$ cat src/conv_pkg.sv
`default_nettype none

package conv_pkg;

    localparam int DWIDTH      = 32;
    localparam int MEM_AWIDTH  = 14;  // 16384 words of data memory
    localparam int HOST_AWIDTH = 16;  // msb set selects the register space
    localparam int REG_AWIDTH  = 3;

    // register indices in the host register space
    localparam logic [REG_AWIDTH-1:0] REG_CTRL       = 3'd0;  // bit 0 starts the engine
    localparam logic [REG_AWIDTH-1:0] REG_STATUS     = 3'd1;  // bit 0 idle, bit 1 done
    localparam logic [REG_AWIDTH-1:0] REG_FM_DIM     = 3'd2;
    localparam logic [REG_AWIDTH-1:0] REG_WT_OFFSET  = 3'd3;
    localparam logic [REG_AWIDTH-1:0] REG_IFM_OFFSET = 3'd4;
    localparam logic [REG_AWIDTH-1:0] REG_OFM_OFFSET = 3'd5;

    typedef struct packed {
        logic [HOST_AWIDTH-1:0] addr;  // word address
        logic [DWIDTH-1:0]      wdata;
        logic [3:0]             be;
        logic                   we;
    } host_req_t;

    typedef struct packed {
        logic [MEM_AWIDTH-1:0] addr;
        logic [DWIDTH-1:0]     wdata;
        logic [3:0]            be;
        logic                  we;
    } mem_req_t;

    typedef struct packed {
        logic [7:0]            fm_dim;  // input map side length
        logic [MEM_AWIDTH-1:0] wt_offset;
        logic [MEM_AWIDTH-1:0] ifm_offset;
        logic [MEM_AWIDTH-1:0] ofm_offset;
    } conv_cfg_t;

    typedef enum logic [2:0] {
        ST_IDLE,
        ST_LOAD_WT,
        ST_WINDOW,
        ST_WRITE,
        ST_DONE
    } engine_state_e;

endpackage

`default_nettype wire

$ cat src/host_ctrl.sv
`timescale 1ns/1ns
`default_nettype none

module host_ctrl import conv_pkg::*; (
    input  logic              clk,
    input  logic              arst_n_i,
    input  logic              req_valid_i,
    input  host_req_t         req_i,
    output logic              req_ready_o,
    output logic              rsp_valid_o,
    output logic [DWIDTH-1:0] rsp_rdata_o,
    output logic              start_o,
    output conv_cfg_t         cfg_o,
    input  logic              eng_idle_i,
    input  logic              eng_done_i,
    output logic              mem_req_valid_o,
    output mem_req_t          mem_req_o,
    input  logic              mem_ready_i,
    input  logic              mem_rsp_valid_i,
    input  logic [DWIDTH-1:0] mem_rdata_i
);

    logic                  busy_q;       // one request outstanding
    logic                  accept;
    logic                  reg_sel;
    logic [REG_AWIDTH-1:0] reg_idx;
    logic [DWIDTH-1:0]     reg_rdata;
    logic                  reg_rsp_q;
    logic [DWIDTH-1:0]     reg_rdata_q;
    logic                  done_q;       // sticky until next start
    logic                  start_req;

    assign req_ready_o = !busy_q;
    assign accept      = req_valid_i && req_ready_o;
    assign reg_sel     = req_i.addr[HOST_AWIDTH-1];
    assign reg_idx     = req_i.addr[REG_AWIDTH-1:0];
    assign start_req   = accept && reg_sel && req_i.we && (reg_idx == REG_CTRL)
                         && req_i.wdata[0] && eng_idle_i;  // busy engine ignores start

    assign rsp_valid_o = reg_rsp_q || mem_rsp_valid_i;
    assign rsp_rdata_o = reg_rsp_q ? reg_rdata_q : mem_rdata_i;

    always_comb begin
        case (reg_idx)
            REG_STATUS:     reg_rdata = {{(DWIDTH-2){1'b0}}, done_q, eng_idle_i};
            REG_FM_DIM:     reg_rdata = DWIDTH'(cfg_o.fm_dim);
            REG_WT_OFFSET:  reg_rdata = DWIDTH'(cfg_o.wt_offset);
            REG_IFM_OFFSET: reg_rdata = DWIDTH'(cfg_o.ifm_offset);
            REG_OFM_OFFSET: reg_rdata = DWIDTH'(cfg_o.ofm_offset);
            default:        reg_rdata = '0;  // ctrl and unused indices
        endcase
    end

    always_ff @(posedge clk or negedge arst_n_i) begin
        if (!arst_n_i) begin
            busy_q          <= 1'b0;
            reg_rsp_q       <= 1'b0;
            mem_req_valid_o <= 1'b0;
            start_o         <= 1'b0;
            done_q          <= 1'b0;
            cfg_o           <= '0;
        end else begin
            if (accept) begin
                busy_q <= 1'b1;
            end else if (rsp_valid_o) begin
                busy_q <= 1'b0;  // ready again the cycle after the response
            end
            reg_rsp_q <= accept && reg_sel;
            if (accept && !reg_sel) begin
                mem_req_valid_o <= 1'b1;
            end else if (mem_req_valid_o && mem_ready_i) begin
                mem_req_valid_o <= 1'b0;
            end
            start_o <= start_req;
            if (start_req) begin
                done_q <= 1'b0;
            end else if (eng_done_i) begin
                done_q <= 1'b1;
            end
            if (accept && reg_sel && req_i.we) begin
                case (reg_idx)
                    REG_FM_DIM:     cfg_o.fm_dim     <= req_i.wdata[7:0];
                    REG_WT_OFFSET:  cfg_o.wt_offset  <= req_i.wdata[MEM_AWIDTH-1:0];
                    REG_IFM_OFFSET: cfg_o.ifm_offset <= req_i.wdata[MEM_AWIDTH-1:0];
                    REG_OFM_OFFSET: cfg_o.ofm_offset <= req_i.wdata[MEM_AWIDTH-1:0];
                    default:        ;
                endcase
            end
        end
    end

    always_ff @(posedge clk) begin
        if (accept) begin
            reg_rdata_q     <= req_i.we ? '0 : reg_rdata;  // writes answer with 0
            mem_req_o.addr  <= req_i.addr[MEM_AWIDTH-1:0];
            mem_req_o.wdata <= req_i.wdata;
            mem_req_o.be    <= req_i.be;
            mem_req_o.we    <= req_i.we;
        end
    end

endmodule

`default_nettype wire

$ cat config.mk
export PLATFORM = sky130hd
export DESIGN_NAME = host_ctrl
export DESIGN_NICKNAME = d
export VERILOG_FILES = /design/src/conv_pkg.sv /design/src/host_ctrl.sv
export SDC_FILE = /design/constraint.sdc
export NUM_CORES = 1
export LEC_CHECK = 0
export ABC_AREA = 1
export BUFFER_PORTS_ARGS = -buffer_cell sky130_fd_sc_hd__buf_2
export CAP_MARGIN = 10
export CORE_ASPECT_RATIO = 0.5
export CORE_MARGIN = 2
export CORE_UTILIZATION = 30
export DETAILED_ROUTE_END_ITERATION = 7
export PLACE_DENSITY_LB_ADDON = 0.2
export RECOVER_POWER = 50
export REMOVE_ABC_BUFFERS = 1
export SETUP_SLACK_MARGIN = 0.5
export SYNTH_ARGS = -nofsm -noshare
export SYNTH_HDL_FRONTEND = slang
export SYNTH_SLANG_ARGS = --single-unit
$ cat constraint.sdc
create_clock -name clk -period 2.3 [get_ports clk]
set_input_delay 0.46 -clock clk [delete_from_list [all_inputs] [get_ports clk]]
set_output_delay 0.46 -clock clk [all_outputs]
set_load 0.1 [all_outputs]
# After elaboration in Yosys (flattened, before gate mapping)
# Cells that the tools add are included.
[word_totals]
reg_bits = 138
in_bits = 92
output_inout_bits = 137
elab_cells = 46
[op_classes]
eq_ne = 5
muxes = 8
reduce_logical = 19
[op_table]
columns = ["cell", "n"]
rows = [
  ["$pmux 14 s5", 1],
  ["$mux 32", 1],
  ["$logic_and 1x1->1", 8],
  ["$reduce_and 2->1", 4],
  ["$eq 3x2->1 const B", 2],
  ["$eq 3x3->1 const B", 2],
  ["$mux 1", 6],
  ["$reduce_bool 2->1", 3],
  ["$eq 3x1->1 const B", 1],
  ["$logic_not 3->1", 1],
  ["$logic_not 1->1", 2],
  ["$logic_or 1x1->1", 1],
]

# Longest topological paths before layout
# Gate-level depths: netlist of the first run.
[depth]
depth_word = 8
mapped_depth = 8

# Worst setup path after synthesis of the first run
# No wires, ideal clock.
[synth_timing]
path_type = "input -> register"
from = "in req_valid_i"
to = "reg cfg_o[2] (netlist name)"
setup_time_ps = 125
arrival_time_ps = 2370
t_required_ps = 2175
setup_slack_ps = -195
path_stages = 6
path_buffers = 1
path_cell_list = "inv_1 > nor2_4 > nand3_4 > clkbuf_1 > o21ai_0 > nand2_1"
[synth_via]
elab_chain_len = 4
[synth_rtl]
columns = ["element", "line_no", "source"]
rows = [
  ["start, declared", "host_ctrl.sv:7", "input logic req_valid_i,"],
  ["$logic_and 1x1->1", "host_ctrl.sv:34", "assign accept = req_valid_i && req_ready_o;"],
  ["via accept", "host_ctrl.sv:24", "logic accept;"],
  ["$logic_and 1x1->1 (2 in a row)", "host_ctrl.sv:80", "if (accept && reg_sel && req_i.we) begin"],
  ["$reduce_and 2->1 (no line)", "n/a", ""],
  ["end, declared", "host_ctrl.sv:13", "output conv_cfg_t cfg_o,"],
]
# The timed path passes the listed nets, and every way through them passes these cells.
# A chain may end at the register's enable or synchronous reset.

# Worst setup path after layout of the first run
[layout_timing]
from = "in req_i[39] (netlist name)"
to = "reg cfg_o[44] (netlist name)"
[layout_via]
elab_chain_len = 2
[layout_rtl]
columns = ["element", "line_no", "source"]
rows = [
  ["start, declared", "host_ctrl.sv:8", "input host_req_t req_i,"],
  ["$eq 3x2->1", "host_ctrl.sv:81", "case (reg_idx)"],
  ["$reduce_and 2->1 (no line)", "n/a", ""],
]
# No other way between the ends.

==> results of run 1 <==
[final cells by class]
cell class	count	area (um2)	share of cell area, %
sequential	120	3330	42.4
timing repair buffer	249	1800	22.9
multi-input combinational	293	1590	20.3
clock buffer	24	534	6.81
tap	227	284	3.62
inverter	54	206	2.63
clock inverter	8	105	1.34
[cells in the final DEF, fill, tap and decap left out, types with 15 or more instances in the layout]
master | Yosys | final
inv_1 | 54 | 53
nand2_4 | 1 | 16
nand2_2 | 1 | 19
clkbuf_16 | 0 | 19
o21ai_0 | 69 | 69
buf_2 | 5 | 176
nor2_1 | 41 | 32
edfxtp_1 | 65 | 65
nand3_1 | 20 | 21
nand2_1 | 130 | 97
nand4_1 | 15 | 15
clkbuf_1 | 8 | 21
buf_12 | 0 | 29
dfrtp_1 | 55 | 54
[per-stage QoR]
step / util (%) / TNS (ns) / hold slack, ns / cell area, um2
global placement: 39.4 / 0 / 0.348 / 6450
finish: 47.9 / 0 / 0.230 / 7850
detailed placement: 39.4 / 0 / 0.351 / 6450
floorplan: - / -23.62 / 0.164 / 4890
global route: 47.9 / 0 / 0.216 / 7850
CTS: 47.2 / 0 / 0.218 / 7740
[cells by family (layout without fill, tap and decap cells)]
| logic type | after synthesis | after routing | share of synthesized area [%] |
|---|---|---|---|
| compound gates | 72 | 72 | 7.17 |
| simple gates | 219 | 221 | 19.8 |
| buf+inv | 78 | 335 | 7.03 |
| flops | 120 | 120 | 66.0 |
[metal layers]
metal	vias to the layer above	global-route usage, %	routed length (um)
met3	13	4.34	1020
met5	-	0	0
met1	2074	23.0	7290
met4	0	5.82	165
li1	2113	-	-
met2	157	28.5	7690
[critical path: cells and delay by family]
kind / cells / cell delay, ns
AND/OR/NAND/NOR: 5 / 1.27
buffers and inverters: 2 / 0.60
[repair_timing]
| item | 4_1_cts | 5_1_grt |
|---|---|---|
| endpoints found under the setup margin | 33 | 40 |
| resized for setup | 159 | 36 |
| pin swaps | 9 | 5 |
| hold endpoints to repair | 9 | 0 |
| buffers inserted | 3 | 2 |
| hold buffers | 1 | 0 |
| cloned | 2 | 2 |
[synth_stat cells (2+ instances only)]
cell / count / share of area, %
nor2_8: 2 / 0.79
nor2_4: 4 / 0.89
dfrtp_1: 55 / 27
buf_2: 5 / 0.50
o21ai_0: 69 / 6.9
nor2_1: 41 / 3.1
clkbuf_1: 8 / 0.60
clkbuf_2: 2 / 0.20
buf_6: 3 / 0.67
nand4_1: 15 / 1.9
nand2_1: 130 / 9.7
nand3_1: 20 / 2.0
inv_1: 54 / 4.0
buf_4: 5 / 0.74
o21ai_1: 2 / 0.20
nand3_4: 2 / 0.70
edfxtp_1: 65 / 39
[sequential cells by signal, summed over array words and instances, names as in the netlist]
signal,flops
start_o,1
busy_q,1
mem_req_o,51
reg_rsp_q,1
cfg_o,50
mem_req_valid_o,1
reg_rdata_q,14
done_q,1
[worst min path at each step]
stage                     startpoint             to  slack [ns]  cells after the start
final                      req_i[50]  mem_req_o[50]        0.23                      1
after global placement      arst_n_i      cfg_o[31]        0.35                      1
after floorplan             arst_n_i         busy_q        0.16                      0
after CTS                   req_i[1]   mem_req_o[1]        0.22                      1
after global routing       req_i[50]  mem_req_o[50]        0.22                      1
after detailed placement    arst_n_i      cfg_o[31]        0.35                      1
[report_power, final]
group / internal, mW / switching, mW / total (mW)
Clock: 1.85 / 0.970 / 2.82
Sequential: 2.58 / 0.150 / 2.73
Combinational: 0.565 / 2.79 / 3.36
==> results.yml, run 1 <==
synthesis:
  synth_edf_count: 65
  yosys_warnings: 0
  async_flop_share_pct: 45.8
  synthFlopType: "edfxtp_1"
  ys_ff_latch: 120
  ys_types: 24
  seq_area_frac_synth_pct: 66.0
  synth.cell_area_mm2: 0.00504
  synth_cells: 489
  synth_area_per_cell_um2: 10.3
layout:
  fillers: 1514
  fin_cells: 975
  drive_gt1_share_pct: 42.4
  num_antenna_cells: 0
  areaGrowthSynthToFinish_pct: 55.7
  finalNetCount: 827
sta:
  setup_violations: 0
  worst_pin_slew_ns: 0.943
  slew_headroom_pct: 37.1
  rsz0062_at_grt: "yes"
  drv_slew: 0
  finalWorstSetupSlack_ns: 0.285
  fin_worst_skew_ns: 0.00910
  max_freq_mhz: 496
  hold_viol_final: 0
  min_period_over_period_pct: 87.6
  period_needed_ns: 2.01
setup_path:
  critical_path_class: "primary input to flop"
  cp-end-kind: "flop"
  cp_slowest_stage_delay_ns: 0.56
  reg2regPathDepth: 4
  slowest_stage: "nor2_1"
  path_cells: "clkbuf_1, clkbuf_2, nor2_4, nand2_2, nor2_1, nand2_1, nand2_1"
  crit_path_end: "cfg_o[44]"
  reg2reg_slack_ns: 0.44
  cp.arrival_ns: 2.34
  worstSetupStartpoint: "req_i[39]"
  reg2reg_to: "mem_req_valid_o"
  crit_fanout: 10
  required_ns: 2.63
  r2r_start: "busy_q"
  cpMostUsedCell: "nand2_1"
  startpoint_type: "primary input"
drt:
  wl_um: 16200
  ant_nets: 0
  post_drt_wl_per_cell_um: 16.6
  via_count: 4357
  dr.first_iter.drc_count: 253
  detail_route.first_pass.iterations: 5
  viasPerCell: 4.47
  drcViolationCount: 0
clock_network:
  cts_tree: "built"
  cts-root-buf: "clkbuf_16"
  htree_levels: 4
  cts.clk_slew.worst_paths_ns: 0.06
  clock_latency_ns: 0.40
  clock_sinks: 120
  clockBufferDepth: 2
  cts_buffers: 17
placed_design:
  place_hpwl_um: 10500
  portBuffers: 227
  dpl.cell_count: 933
  placement.setup.worst_slack_ns: 0.312
  gp_congestion: 0.792
flow_run:
  drv_cap: 0
power:
  p_per_area_mw_per_mm2: 1130
  leakagePower_nw: 3.78
  irDropWorstVdd_mv: 0.498
  finalPower_mw: 8.90
floorplanning:
  start_util_pct: 30.7
  std_cell_rows: 33
  die_y_um: 95.7
  ios: 229
  core-area_mm2: 0.0164
  die-area_mm2: 0.0179
  die_w_um: 187
global_route:
  grt_pass1_wl_um: 23500
  grt-ovfl-total: 0
  grt_pass1_vias: 4122
  grtUsageTotal_pct: 17.5
  grt_max_degree: 67
  antenna_found_initial: 0
hold_path:
  hold_class: "primary input to flop"
run_status:
  outcome: "completed"
No activity file was read; power rests on OpenSTA's default activity.
==> inputs of run 2 (changes only) <==
--- a/config.mk
+++ b/config.mk
@@ -11,10 +11,11 @@
 export CORE_ASPECT_RATIO = 0.5
 export CORE_MARGIN = 2
 export CORE_UTILIZATION = 30
+export CTS_BUF_LIST = sky130_fd_sc_hd__clkbuf_2 sky130_fd_sc_hd__clkbuf_4 sky130_fd_sc_hd__clkbuf_8
 export DETAILED_ROUTE_END_ITERATION = 7
+export HOLD_SLACK_MARGIN = 0.06
 export PLACE_DENSITY_LB_ADDON = 0.2
 export RECOVER_POWER = 50
-export REMOVE_ABC_BUFFERS = 1
 export SETUP_SLACK_MARGIN = 0.5
 export SYNTH_ARGS = -nofsm -noshare
 export SYNTH_HDL_FRONTEND = slang
==> run 2 against run 1 <==
  * Core utilization decreased by 0.50 points
  * Register-to-register slack got worse by 0.06 ns
  * Combinational power increased by 1%
  * Setup slack got worse by 0.075 ns
  * Routed wire length decreased by 0.22%
  * Largest cell class unchanged
  * Sequential share of layout area increased by 0.44 points
  * Critical path depth increased by 1
  * Critical path type unchanged
  * Critical endpoint is now reg_rdata_q[12]
  * Non-clock buffer count increased by 1
  * Flip-flop and latch count unchanged
  * Hold slack got worse by 0.020 ns
  * Largest power group unchanged
  * First-iteration DRC count decreased by 37%
==> results.yml, run 2 (synthesis results as in run 1) <==
run_status:
  outcome: "completed"
layout:
  layout_common_cells: "175 x buf_2, 114 x nand2_1, 65 x edfxtp_1, 54 x dfrtp_1, 52 x inv_1"
  finalNetCount: 827
  largest_reg_flops: 51
  num_antenna_cells: 0
  top_register: "mem_req_o"
  drive_gt1_share_pct: 41.5
  final_area_mm2: 0.00777
  final_common_cell: "buf_2"
  areaGrowthSynthToFinish_pct: 54.1
  fillers: 1563
  top_regs: "mem_req_o (51), cfg_o (50), reg_rdata_q (14)"
  post-route-util_pct: 47.4
flow_run:
  drv_cap: 0
placed_design:
  gp_congestion: 0.774
  placed_cell_area_mm2: 0.00671
  portBuffers: 227
  place_hpwl_um: 11100
clock_network:
  clock_latency_ns: 0.42
  htree_levels: 4
  cts-root-buf: "clkbuf_8"
  clockBufferDepth: 2
  cts_tree: "built"
  cts.clk_slew.worst_paths_ns: 0.07
  cts_buffers: 17
  clock_sinks: 120
sta:
  rsz0062_at_grt: "yes"
  period_needed_ns: 2.09
  worst_pin_slew_ns: 1.34
  slew_headroom_pct: 10.8
  fin_worst_skew_ns: 0.0181
  drv_slew: 0
  max_freq_mhz: 479
  tns_ns: 0
  hold_viol_final: 0
  fin_hold_ws_ns: 0.210
  setup_violations: 0
  min_period_over_period_pct: 90.9
drt:
  via_count: 4294
  drcViolationCount: 0
  post_drt_wl_per_cell_um: 16.6
  wl_met3_um: 870
  highest_layer: "met4"
  ant_nets: 0
  wl_met1_um: 7270
  met2_length_um: 7820
  detail_route.first_pass.iterations: 6
  viasPerCell: 4.41
  dr.first_iter.drc_count: 159
  wl_um: 16100
setup_path:
  required_ns: 2.59
  r2r_start: "busy_q"
  worstSetupStartpoint: "req_i[39]"
  critical_path_class: "primary input to flop"
  cp-end-kind: "flop"
  crit_fanout: 16
  startpoint_type: "primary input"
  cp.arrival_ns: 2.38
floorplanning:
  std_cell_rows: 33
  ios: 229
  die-area_mm2: 0.0179
  die_w_um: 187
  start_util_pct: 30.7
  die_y_um: 95.7
  core-area_mm2: 0.0164
power:
  irDropWorstVdd_mv: 0.479
  leakagePower_nw: 3.68
  p_per_area_mw_per_mm2: 1060
global_route:
  grt_pass1_vias: 4273
  grt-ovfl-total: 0
  grt_pass1_wl_um: 24500
  antenna_found_initial: 0
  grtUsageTotal_pct: 18.3
  grt_max_degree: 67
hold_path:
  hold_class: "primary input to flop"
  min-delay-start: "req_i[43]"
synthesis:
  syn_nets: 581
==> run 2: routing by layer <==
metal  global-route usage [%]  vias up
li1                         -     2109
met4                     6.15        0
met2                     30.6      126
met1                     23.7     2045
met3                     4.16       14
met5                        0        -
==> run 2: area by class of cell <==
class / count / area [um2] / area share [%]
flip-flops and latches: 120 / 3330 / 42.9
multi-input cells: 291 / 1570 / 20.2
repair buffers: 250 / 1920 / 24.7
clock buffers: 22 / 284 / 3.66
inverters: 54 / 219 / 2.82
clock inverters: 9 / 149 / 1.92
repair inverters: 1 / 7.51 / 0.0966
well taps: 227 / 284 / 3.66
==> run 2: timing repair <==
action / in CTS / in global routing
setup buffers: 2 / 2
resized for setup: 137 / 4
endpoints found under the hold margin: 20 / 0
pin swaps: 12 / 3
hold buffers: 1 / 0
setup endpoints to repair: 34 / 43
gates cloned: 4 / 1
==> run 2: worst max-delay path: stages <==
cell and delay (ns):
clkbuf_1 0.31, clkbuf_1 0.61, nand2_2 0.46, inv_1 0.22, nand2_1 0.07, nand3_1 0.12
nand2_1 0.08, inv_1 0.05
==> run 2: where the power goes <==
group,switching (mW),internal (mW),total [mW]
logic,2.80,0.604,3.41
registers,0.150,2.57,2.73
clock network,0.834,1.27,2.10
==> run 2: worst paths after layout <==
path | end | slack [ns] | depth (start not counted)
min | mem_req_o[43] | 0.21 | 1
min in group asynchronous | cfg_o[18] | 0.86 | 2
min reg2reg | done_q | 0.51 | 2
max in group asynchronous | reg_rsp_q | 0.54 | 2
max | reg_rdata_q[12] | 0.21 | 8
max reg2reg | mem_req_valid_o | 0.38 | 4
==> run 2: through the flow <==
step	power [mW]	std cells	setup slack, ns
2_1_floorplan	5.38	489	-0.0969
3_3_place_gp	5.94	933	0.339
3_5_place_dp	5.96	933	0.333
4_1_cts	8.30	971	0.253
5_1_grt	8.54	974	0.103
6_report	8.23	974	0.210
==> inputs of run 3 (changes only) <==
--- a/config.mk
+++ b/config.mk
@@ -14,7 +14,7 @@
 export CTS_BUF_LIST = sky130_fd_sc_hd__clkbuf_2 sky130_fd_sc_hd__clkbuf_4 sky130_fd_sc_hd__clkbuf_8
 export DETAILED_ROUTE_END_ITERATION = 7
 export HOLD_SLACK_MARGIN = 0.06
-export PLACE_DENSITY_LB_ADDON = 0.2
+export PLACE_DENSITY = 0.65
 export RECOVER_POWER = 50
 export SETUP_SLACK_MARGIN = 0.5
 export SYNTH_ARGS = -nofsm -noshare
==> run 3 against run 2 <==
  * Cell count fell by 0.21%
  * Hold slack got worse by 0.085 ns
  * Register-to-register slack got worse by 0.08 ns
  * Core utilization fell by 0.82 points
  * Clock power fell by 4%
  * Combinational power barely moved
  * Sequential share of layout area rose by 0.75 points
==> results.yml, run 3 (synthesis results as in run 1) <==
run_status:
  outcome: "completed"
layout:
  layout_common_cells: "172 x buf_2, 98 x nand2_1, 65 x edfxtp_1, 54 x dfrtp_1, 52 x inv_1"
  areaGrowthSynthToFinish_pct: 51.5
  final_common_cell: "buf_2"
  top_register: "mem_req_o"
  fin_cells: 972
  top_regs: "mem_req_o (51), cfg_o (50), reg_rdata_q (14)"
  drive_gt1_share_pct: 43.1
  num_antenna_cells: 0
  finalNetCount: 824
  largest_reg_flops: 51
  fillers: 1472
  post-route-util_pct: 46.6
global_route:
  grt_util_met2_pct: 29.3
  grt-ovfl-total: 0
  grt_pass1_vias: 4096
  grt_max_degree: 42
  grt_util_met1_pct: 21.1
  grtUsageTotal_pct: 16.8
  antenna_found_initial: 0
  use_met3_pct: 3.75
  busiest_layer: "met2"
  grt_pass1_wl_um: 22800
setup_path:
  cp-end-kind: "flop"
  critical_path_class: "flop to flop"
  required_ns: 2.57
  crit_family: "simple AND/OR/NAND/NOR gates"
  crit_fanout: 18
  path_cells: "nor2_4, nand3_1, buf_4, nor2_2, o21ai_0"
  cp.arrival_ns: 2.27
  cp_slowest_stage_delay_ns: 0.64
  crit_buf_inv: 1
  startpoint_type: "flop"
  slowest_stage: "nor2_2"
power:
  finalPower_mw: 8.13
  irDropWorstVdd_mv: 0.482
  leakagePower_nw: 3.61
  p_per_area_mw_per_mm2: 1060
drt:
  dr.first_iter.drc_count: 248
  viasPerCell: 4.47
  wl_um: 15200
  drcViolationCount: 0
  detail_route.first_pass.iterations: 5
  post_drt_wl_per_cell_um: 15.6
  via_count: 4340
  ant_nets: 0
floorplanning:
  start_util_pct: 30.7
  die_w_um: 187
  die-area_mm2: 0.0179
  std_cell_rows: 33
  die_y_um: 95.7
  ios: 229
  core-area_mm2: 0.0164
placed_design:
  portBuffers: 227
  dpl.cell_count: 935
  gp_congestion: 0.840
  place_hpwl_um: 10700
  placement.setup.worst_slack_ns: 0.374
sta:
  drv_slew: 0
  fin_worst_skew_ns: 0.0199
  period_needed_ns: 2.00
  worst_pin_slew_ns: 1.30
  slew_headroom_pct: 13.5
  rsz0062_at_grt: "yes"
  min_period_over_period_pct: 86.9
  hold_viol_final: 0
  max_freq_mhz: 500
  tns_ns: 0
  setup_violations: 0
  finalWorstSetupSlack_ns: 0.301
clock_network:
  hold_buffers: 0
  htree_levels: 4
  clockBufferDepth: 2
  cts_buffers: 17
  cts.clk_slew.worst_paths_ns: 0.08
  cts_tree: "built"
  clock_sinks: 120
  clock_latency_ns: 0.43
  cts-root-buf: "clkbuf_8"
hold_path:
  hold_class: "primary input to async pin"
flow_run:
  drv_cap: 0
synthesis:
  syn_nets: 581
## run 3: changes by cell type in the layout (fill, tap and decap cells not counted), sizes merged
cell	delta
clkinv	-1
bufinv	-1
buf	-4
inv	+6
dlygate4sd3	-1
clkinvlp	-1
## run 3: metal layers
layer | routed length (um) | vias up
li1 | - | 2097
met1 | 6370 | 2084
met2 | 7840 | 144
met3 | 837 | 15
met4 | 162 | 0
met5 | 0 | -
## run 3: power by group
| group | internal, mW | leakage [nW] | switching, mW | total, mW |
|---|---|---|---|---|
| sequential | 2.57 | 1.30 | 0.158 | 2.73 |
| clock | 1.11 | 0.213 | 0.908 | 2.02 |
| combinational | 0.587 | 2.10 | 2.79 | 3.38 |
## run 3: what timing repair did
action | in CTS | in global routing
gates cloned | 1 | 0
setup buffers | 4 | 0
endpoints found under the setup margin | 34 | 36
pin swaps | 2 | 2
resized for setup | 148 | 19
## run 3: cell type report
cell class | count | area, um2 | share of cell area, %
flip-flops and latches | 120 | 3330 | 43.6
repair buffers | 248 | 1800 | 23.6
multi-input cells | 291 | 1590 | 20.8
well taps | 227 | 284 | 3.72
clock buffers | 19 | 249 | 3.26
inverters | 54 | 218 | 2.85
clock inverters | 13 | 166 | 2.18
## run 3: path summary, 6_finish.rpt
kind	start	cells after the start	slack [ns]	endpoint
min in group clk	req_i[42]	1	0.21	mem_req_o[42]
worst max-delay path	busy_q	5	0.30	cfg_o[23]
max in group asynchronous	arst_n_i	2	1.07	cfg_o[19]
worst max register to register	busy_q	5	0.30	cfg_o[23]
worst min register to register	cfg_o[38]	2	0.52	cfg_o[38]
worst min-delay path	arst_n_i	1	0.12	cfg_o[24]
## run 3: stage by stage
stage          cell area, um2  hold WS [ns]
3_5_place_dp             6670         0.501
3_3_place_gp             6670         0.501
5_1_grt                  7630         0.167
4_1_cts                  7660         0.132
6_report                 7630         0.125
2_1_floorplan            5320         0.164
